**src/tl_macros.svh**
```systemverilog
`ifndef TL_MACROS_SVH
`define TL_MACROS_SVH

// width of the phase tick counter and of every load value
`define TL_TIMER_WIDTH 8

// phase load values in ticks
// a timed phase lasts one tick longer than its load value
// because the load happens in the first cycle of the phase

// start-up flash, both heads blinking red
`define TL_FLASH_TICKS 5

// green on either approach
`define TL_GREEN_TICKS 30

// yellow clearance on either approach
`define TL_YELLOW_TICKS 5

// pedestrian walk with all vehicle heads red
`define TL_WALK_TICKS 10

`endif
```
**src/tl_pkg.sv**
```systemverilog
`include "tl_macros.svh"

package tl_pkg;

    // load value handed from the controller to the timer
    typedef logic [`TL_TIMER_WIDTH-1:0] tick_count_t;

    // controller phases, in the order of the normal cycle
    typedef enum logic [2:0] {
        PH_FLASH     = 3'd0,
        PH_NS_GREEN  = 3'd1,
        PH_NS_YELLOW = 3'd2,
        PH_EW_GREEN  = 3'd3,
        PH_EW_YELLOW = 3'd4,
        PH_WALK      = 3'd5,
        PH_EMERGENCY = 3'd6
    } phase_t;

    // code driven onto one signal head
    typedef logic [1:0] lamp_t;

    localparam lamp_t LAMP_RED    = 2'd0;
    localparam lamp_t LAMP_YELLOW = 2'd1;
    localparam lamp_t LAMP_GREEN  = 2'd2;
    // dark head, used for the off half of the flash blink
    localparam lamp_t LAMP_OFF    = 2'd3;

endpackage

```
**src/traffic_intersection.sv**
```systemverilog
`timescale 1ns/10ps

module traffic_intersection (
    input  logic          clk,
    input  logic          rst_n,
    input  logic          emergency,
    input  logic          ped_req,
    output tl_pkg::lamp_t ns_lamp,
    output tl_pkg::lamp_t ew_lamp,
    output logic          ped_walk,
    output logic          ped_ack,
    output logic          emergency_active
);

    // front end to controller
    logic emergency_sync;
    logic ped_pending;
    logic ped_served;

    // controller and timer
    logic                timer_start;
    tl_pkg::tick_count_t timer_load;
    logic                timer_done;

    tl_pkg::phase_t phase;

    request_front_end u_request_front_end (
        .clk            (clk),
        .rst_n          (rst_n),
        .emergency      (emergency),
        .ped_req        (ped_req),
        .ped_served     (ped_served),
        .emergency_sync (emergency_sync),
        .ped_pending    (ped_pending),
        .ped_ack        (ped_ack)
    );

    phase_controller u_phase_controller (
        .clk            (clk),
        .rst_n          (rst_n),
        .emergency_sync (emergency_sync),
        .ped_pending    (ped_pending),
        .timer_done     (timer_done),
        .timer_start    (timer_start),
        .timer_load     (timer_load),
        .ped_served     (ped_served),
        .phase          (phase)
    );

    phase_timer u_phase_timer (
        .clk        (clk),
        .rst_n      (rst_n),
        .start      (timer_start),
        .load_value (timer_load),
        .done       (timer_done)
    );

    lamp_driver u_lamp_driver (
        .clk              (clk),
        .rst_n            (rst_n),
        .phase            (phase),
        .ns_lamp          (ns_lamp),
        .ew_lamp          (ew_lamp),
        .ped_walk         (ped_walk),
        .emergency_active (emergency_active)
    );

endmodule

```
**src/lamp_driver.sv**
```systemverilog
`timescale 1ns/10ps

module lamp_driver (
    input  logic           clk,
    input  logic           rst_n,
    input  tl_pkg::phase_t phase,
    output tl_pkg::lamp_t  ns_lamp,
    output tl_pkg::lamp_t  ew_lamp,
    output logic           ped_walk,
    output logic           emergency_active
);

    // high on the dark half of the flash blink
    logic          blink_off;
    tl_pkg::lamp_t ns_next;
    tl_pkg::lamp_t ew_next;
    tl_pkg::lamp_t flash_code;

    // held clear outside the flash, so every flash starts on red
    always_ff @(posedge clk or negedge rst_n) begin
        if (!rst_n) begin
            blink_off <= 1'b0;
        end else if (phase == tl_pkg::PH_FLASH) begin
            blink_off <= !blink_off;
        end else begin
            blink_off <= 1'b0;
        end
    end

    assign flash_code = blink_off ? tl_pkg::LAMP_OFF : tl_pkg::LAMP_RED;

    // side that is neither green nor yellow shows red
    always_comb begin
        ns_next = tl_pkg::LAMP_RED;
        ew_next = tl_pkg::LAMP_RED;
        case (phase)
            tl_pkg::PH_FLASH: begin
                ns_next = flash_code;
                ew_next = flash_code;
            end
            tl_pkg::PH_NS_GREEN:  ns_next = tl_pkg::LAMP_GREEN;
            tl_pkg::PH_NS_YELLOW: ns_next = tl_pkg::LAMP_YELLOW;
            tl_pkg::PH_EW_GREEN:  ew_next = tl_pkg::LAMP_GREEN;
            tl_pkg::PH_EW_YELLOW: ew_next = tl_pkg::LAMP_YELLOW;
            default: begin
                ns_next = tl_pkg::LAMP_RED;
                ew_next = tl_pkg::LAMP_RED;
            end
        endcase
    end

    // output registers, one cycle behind the phase
    always_ff @(posedge clk or negedge rst_n) begin
        if (!rst_n) begin
            ns_lamp          <= tl_pkg::LAMP_RED;
            ew_lamp          <= tl_pkg::LAMP_RED;
            ped_walk         <= 1'b0;
            emergency_active <= 1'b0;
        end else begin
            ns_lamp          <= ns_next;
            ew_lamp          <= ew_next;
            ped_walk         <= (phase == tl_pkg::PH_WALK);
            emergency_active <= (phase == tl_pkg::PH_EMERGENCY);
        end
    end

endmodule

```
**src/phase_controller.sv**
```systemverilog
`timescale 1ns/10ps
`include "tl_macros.svh"

module phase_controller (
    input  logic                clk,
    input  logic                rst_n,
    input  logic                emergency_sync,
    input  logic                ped_pending,
    input  logic                timer_done,
    output logic                timer_start,
    output tl_pkg::tick_count_t timer_load,
    output logic                ped_served,
    output tl_pkg::phase_t      phase
);

    tl_pkg::phase_t prev_phase;
    tl_pkg::phase_t next_phase;

    // set when the walk was entered from NS yellow, so EW green is next
    logic resume_ew;
    logic next_resume_ew;

    // first cycle of the current phase
    logic phase_entry;
    // timer expiry that belongs to the current phase
    logic phase_done;

    always_ff @(posedge clk or negedge rst_n) begin
        if (!rst_n) begin
            phase      <= tl_pkg::PH_FLASH;
            // differs from PH_FLASH so reset counts as entering the flash
            prev_phase <= tl_pkg::PH_EMERGENCY;
            resume_ew  <= 1'b0;
        end else begin
            prev_phase <= phase;
            phase      <= next_phase;
            resume_ew  <= next_resume_ew;
        end
    end

    assign phase_entry = (phase != prev_phase);

    // a count left over from a phase cut short by emergency may expire
    // in the entry cycle of the flash, that one is not ours
    assign phase_done = timer_done && !phase_entry;

    // every phase except emergency is timed from its entry cycle
    assign timer_start = phase_entry && (phase != tl_pkg::PH_EMERGENCY);

    always_comb begin
        case (phase)
            tl_pkg::PH_FLASH:     timer_load = tl_pkg::tick_count_t'(`TL_FLASH_TICKS);
            tl_pkg::PH_NS_GREEN,
            tl_pkg::PH_EW_GREEN:  timer_load = tl_pkg::tick_count_t'(`TL_GREEN_TICKS);
            tl_pkg::PH_NS_YELLOW,
            tl_pkg::PH_EW_YELLOW: timer_load = tl_pkg::tick_count_t'(`TL_YELLOW_TICKS);
            tl_pkg::PH_WALK:      timer_load = tl_pkg::tick_count_t'(`TL_WALK_TICKS);
            default:              timer_load = '0;
        endcase
    end

    // last walk cycle, unless emergency cuts the crossing short
    assign ped_served = (phase == tl_pkg::PH_WALK) && phase_done && !emergency_sync;

    always_comb begin
        next_phase     = phase;
        next_resume_ew = resume_ew;

        if (emergency_sync) begin
            // all-red override from any phase
            next_phase = tl_pkg::PH_EMERGENCY;
        end else begin
            case (phase)
                tl_pkg::PH_FLASH: begin
                    if (phase_done) begin
                        next_phase = tl_pkg::PH_NS_GREEN;
                    end
                end

                tl_pkg::PH_NS_GREEN: begin
                    if (phase_done) begin
                        next_phase = tl_pkg::PH_NS_YELLOW;
                    end
                end

                tl_pkg::PH_NS_YELLOW: begin
                    if (phase_done) begin
                        if (ped_pending) begin
                            next_phase     = tl_pkg::PH_WALK;
                            next_resume_ew = 1'b1;
                        end else begin
                            next_phase = tl_pkg::PH_EW_GREEN;
                        end
                    end
                end

                tl_pkg::PH_EW_GREEN: begin
                    if (phase_done) begin
                        next_phase = tl_pkg::PH_EW_YELLOW;
                    end
                end

                tl_pkg::PH_EW_YELLOW: begin
                    if (phase_done) begin
                        if (ped_pending) begin
                            next_phase     = tl_pkg::PH_WALK;
                            next_resume_ew = 1'b0;
                        end else begin
                            next_phase = tl_pkg::PH_NS_GREEN;
                        end
                    end
                end

                tl_pkg::PH_WALK: begin
                    // hand the green to the approach that did not just run
                    if (phase_done) begin
                        next_phase = resume_ew ? tl_pkg::PH_EW_GREEN : tl_pkg::PH_NS_GREEN;
                    end
                end

                // emergency has cleared, restart from the flash
                tl_pkg::PH_EMERGENCY: next_phase = tl_pkg::PH_FLASH;

                default: next_phase = tl_pkg::PH_FLASH;
            endcase
        end
    end

endmodule

```
**src/request_front_end.sv**
```systemverilog
`timescale 1ns/10ps

module request_front_end (
    input  logic clk,
    input  logic rst_n,
    input  logic emergency,
    input  logic ped_req,
    input  logic ped_served,
    output logic emergency_sync,
    output logic ped_pending,
    output logic ped_ack
);

    // first stage of each synchronizer
    logic emergency_meta;
    logic ped_meta;
    // second stage of the pedestrian synchronizer
    logic ped_sync;

    // capture a new request, only while the previous handshake has closed
    logic ped_capture;

    // two-flop synchronizers for the asynchronous field inputs
    always_ff @(posedge clk or negedge rst_n) begin
        if (!rst_n) begin
            emergency_meta <= 1'b0;
            emergency_sync <= 1'b0;
            ped_meta       <= 1'b0;
            ped_sync       <= 1'b0;
        end else begin
            emergency_meta <= emergency;
            emergency_sync <= emergency_meta;
            ped_meta       <= ped_req;
            ped_sync       <= ped_meta;
        end
    end

    assign ped_capture = ped_sync && !ped_ack;

    // ack follows the synchronized request, so it rises on the same
    // edge that sets the latch and falls once the field drops ped_req
    always_ff @(posedge clk or negedge rst_n) begin
        if (!rst_n) begin
            ped_ack <= 1'b0;
        end else begin
            ped_ack <= ped_sync;
        end
    end

    // pending crossing latch
    // a capture wins over the clear so a request landing on the
    // last walk cycle is not lost, repeated captures just merge
    always_ff @(posedge clk or negedge rst_n) begin
        if (!rst_n) begin
            ped_pending <= 1'b0;
        end else if (ped_capture) begin
            ped_pending <= 1'b1;
        end else if (ped_served) begin
            ped_pending <= 1'b0;
        end
    end

endmodule

```
**src/phase_timer.sv**
```systemverilog
`timescale 1ns/10ps

module phase_timer (
    input  logic                clk,
    input  logic                rst_n,
    input  logic                start,
    input  tl_pkg::tick_count_t load_value,
    output logic                done
);

    // ticks left in the running phase
    tl_pkg::tick_count_t count;

    // count reaches one in the Lth cycle after the load edge
    // and that cycle is the last one of the phase
    always_ff @(posedge clk or negedge rst_n) begin
        if (!rst_n) begin
            count <= '0;
        end else if (start) begin
            // a start while counting simply reloads
            count <= load_value;
        end else if (count != '0) begin
            count <= count - tl_pkg::tick_count_t'(1);
        end
    end

    // combinational so the controller can leave the phase on the same edge
    assign done = (count == tl_pkg::tick_count_t'(1));

endmodule

```
**config.mk**
```make
export PLATFORM = sky130hd
export DESIGN_NAME = traffic_intersection
export DESIGN_NICKNAME = d
export VERILOG_FILES = /design/src/tl_pkg.sv /design/src/traffic_intersection.sv /design/src/lamp_driver.sv /design/src/phase_controller.sv /design/src/request_front_end.sv /design/src/phase_timer.sv
export VERILOG_INCLUDE_DIRS = /design/src
export SDC_FILE = /design/constraint.sdc
export NUM_CORES = 1
export LEC_CHECK = 0
export BUFFER_PORTS_ARGS = -buffer_cell sky130_fd_sc_hd__clkbuf_2
export CAP_MARGIN = 30
export CORE_ASPECT_RATIO = 1.5
export CORE_MARGIN = 1
export CORE_UTILIZATION = 55
export CTS_BUF_LIST = sky130_fd_sc_hd__clkbuf_4 sky130_fd_sc_hd__clkbuf_8
export CTS_CLUSTER_DIAMETER = 30
export DETAILED_ROUTE_END_ITERATION = 8
export GPL_TIMING_DRIVEN = 1
export PLACE_DENSITY = 0.78
export REMOVE_ABC_BUFFERS = 1
export SLEW_MARGIN = 20
export SYNTH_ARGS = -nofsm -noshare
export SYNTH_HDL_FRONTEND = slang
export SYNTH_SLANG_ARGS = --single-unit
export TNS_END_PERCENT = 20
```
**constraint.sdc**
```tcl
create_clock -name clk -period 2.24 [get_ports clk]
set_input_delay 0.56 -clock clk [delete_from_list [all_inputs] [get_ports clk]]
set_output_delay 0.56 -clock clk [all_outputs]
set_load 0.01 [all_outputs]
```
==> results.toml <==
[clock_network]
cts_setup_buffers = 0
clk_path_buf_depth = 2
clock-sinks = 28
post_cts_hold_buffer_count = 0
cts_resized = 0
htreeDepth = 1
cts-root-buf = "clkbuf_4"
clkTransAtPathRegs_ns = 0.14
clock_latency_ns = 0.33
cts_tree = "yes"
cts_buffers = 3

[worst_setup_path]
critical_path_class = "reg -> reg"
critPathLaunchType = "flop"
r2r_cells = 5
required_ns = 2.45
worstPathMaxFanout = 6
cp_num_buf_inv = 0
rr_endpoint = "u_phase_controller.resume_ew$_DFFE_PN0P_"
cpMaxStageDelayCell = "dfstp_2"
crit_path_end_kind = "flop"
reg2reg_from = "u_phase_controller.prev_phase[2]$_DFF_PN1_"
cp_top_family = "simple AND/OR/NAND/NOR gates"
ff2ff_setup_slack_ns = 0.19
cp_cell_sequence = "xor2_1 -> nor3_1 -> nand3_1 -> o41ai_1 -> a2bb2oi_1"
cpPeakStageDelay_ns = 0.60
critPathArrivalTime_ns = 2.27

[power]
p_int_mw = 0.8773
power_mw = 1.313
p_switching_mw = 0.4361
power.leakage_nw = 0.6445
ir_worst_vdd_mv = 0.5408
swShare = 0.3321
combPwrFrac = 0.312
p_per_area_mw_per_mm2 = 913.6
p_clk_frac = 0.183
p_seq_frac = 0.505

[detailed_routing]
drc_errors = 0
wl_per_cell_um = 15.34
via_count = 958
viasPerCell = 6.063
dr.pass1.iters = 4
wirelength_mm = 2.423
drt_iter0_markers = 21
postRouteAntennaNets = 0

[synthesis]
yosysUniqueCellTypes = 39
ys_ff_latch = 28
ys_warn_count = 0
ys_seq_area_frac = 0.5378
syn_inst = 122
syn_area_mm2 = 0.001308
synth_edf_count = 0
avgSynthCellArea_um2 = 10.72
synth-async-reset-ratio = 1.000
ys.flop_type = "dfrtp_1"

[cells_and_area]
final_cell_mix = "26 x dfrtp_1, 13 x nor2_1, 10 x clkbuf_2"
antenna_cells = 0
area_growth_pct = 9.952
drive_gt1_frac = 0.2000
layout_commonest_cell = "dfrtp_1"
final_util = 0.6437
nets = 143

[place]
dp_slack_ns = 0.2362
port-buffer-count = 10
dpl.hpwl_mm = 1.781
globalplace.congestion = 0.8578

[sta]
slew_viol_final = 0
period_needed_ns = 2.054
worst_slack_ns = 0.1856
worst_pin_slew_ns = 0.6685
setup_viol = 0
final_hold_viol_count = 0
fin_crit_sh = 0.9172
rsz0062_at_grt = "no"
setup_tns_ns = 0
whs_ns = 0.2326
fmax_mhz = 486.8
slew_headroom = 0.5543
clock_skew_ns = 0.008508

[outcome]
status = "finished clean"

[die]
die-area_mm2 = 0.002580
die_w_um = 41.81
die_h_um = 61.72
placementRows = 21
core_area_mm2 = 0.002233
ios = 11
initial_core_util = 0.5854

[global_route]
grtUsageTotal = 0.2259
grt_pass1_wl_mm = 4.291
overflow = 0
grt_pass1_vias = 961
grt_max_degree = 29
antenna_found_initial = 0

[run]
max_cap_violations = 0

[hold_path]
hold_class = "in -> async"
-- cell usage after synthesis (2+ instances only) --
master	count	area, µm²
nand2b_1	2	12.51
nor2_1	13	48.80
dfrtp_1	26	650.6
nand3_1	2	10.01
nor4_1	2	12.51
o22ai_1	2	12.51
a2bb2oi_1	2	17.52
xor2_1	5	43.79
ha_1	3	37.54
a31oi_1	2	12.51
o21ai_0	2	10.01
clkbuf_1	6	22.52
a21oi_1	6	30.03
nor3_1	6	30.03
dfstp_2	2	52.55
mux2i_1	2	20.02
nand2_1	6	22.52
nor2b_1	2	12.51
o21a_1	2	15.01
o32ai_1	2	17.52
xnor2_1	4	35.03
inv_1	6	22.52
-- how the worst max path moves through the flow --
stage,from,endpoint,slack (ns),cells past startpoint
final,u_phase_controller.prev_phase[2]$_DFF_PN1_,u_phase_controller.resume_ew$_DFFE_PN0P_,0.19,5
after global routing,u_phase_controller.prev_phase[2]$_DFF_PN1_,u_phase_controller.resume_ew$_DFFE_PN0P_,0.01,5
after CTS,u_phase_controller.prev_phase[2]$_DFF_PN1_,u_phase_controller.resume_ew$_DFFE_PN0P_,0.21,5
after detailed placement,u_phase_controller.prev_phase[2]$_DFF_PN1_,u_phase_controller.resume_ew$_DFFE_PN0P_,0.24,5
after global placement,u_phase_controller.prev_phase[2]$_DFF_PN1_,u_phase_controller.resume_ew$_DFFE_PN0P_,0.34,5
after floorplan,u_phase_timer.count[4]$_DFFE_PN0P_,u_phase_timer.count[6]$_DFFE_PN0P_,0.41,5
-- state kept, by name (all words and copies together) (netlist names) --
| name | count |
|---|---|
| u_phase_controller.phase | 3 |
| u_lamp_driver.blink_off | 1 |
| u_request_front_end.ped_ack | 1 |
| u_request_front_end.ped_sync | 1 |
| u_lamp_driver.ew_lamp | 2 |
| u_request_front_end.emergency_sync | 1 |
| u_lamp_driver.ped_walk | 1 |
| u_lamp_driver.ns_lamp | 2 |
| u_lamp_driver.emergency_active | 1 |
| u_request_front_end.ped_meta | 1 |
| u_phase_controller.prev_phase | 3 |
| u_request_front_end.ped_pending | 1 |
| u_phase_timer.count | 8 |
| u_request_front_end.emergency_meta | 1 |
| u_phase_controller.resume_ew | 1 |
-- layer usage --
layer / track usage / wire (µm)
met1: 0.2595 / 970
met5: 0 / 0
met3: 0.02890 / 43
met4: 0.1521 / 101
met2: 0.3996 / 1306
-- kinds of logic (layout without fill, tap and decap cells) --
family	after synthesis	after routing	share of synthesized area
compound gates	25	25	0.1301
xor+xnor	9	9	0.06028
fa+ha+maj	3	3	0.02871
buf+inv	12	25	0.03445
flops	28	28	0.5378
mux	2	2	0.01531
simple gates	43	43	0.1933
-- final cells by class --
| cell class | instances | area, µm² |
|---|---|---|
| inverters | 6 | 22.52 |
| well taps | 23 | 28.78 |
| clock buffers | 4 | 36.28 |
| repair buffers | 15 | 87.58 |
| flip-flops and latches | 28 | 703.2 |
| multi-input cells | 82 | 559.3 |
| fillers | 176 | 795.8 |
-- through the flow --
| stage | cells | cell area, µm² |
|---|---|---|
| 2_1_floorplan | 116 | 1285 |
| 3_3_place_gp | 154 | 1401 |
| 3_5_place_dp | 154 | 1401 |
| 4_1_cts | 158 | 1438 |
| 5_1_grt | 158 | 1438 |
| 6_report | 158 | 1438 |
-- power groups by stage --
stage	registers, mW	logic (mW)	clock network, mW
floorplan	0.669	0.297	0
global placement	0.671	0.398	0
detailed placement	0.674	0.409	0
CTS	0.664	0.413	0.248
global route	0.676	0.467	0.268
finish	0.663	0.410	0.240
(Power assumes the default switching activity.)
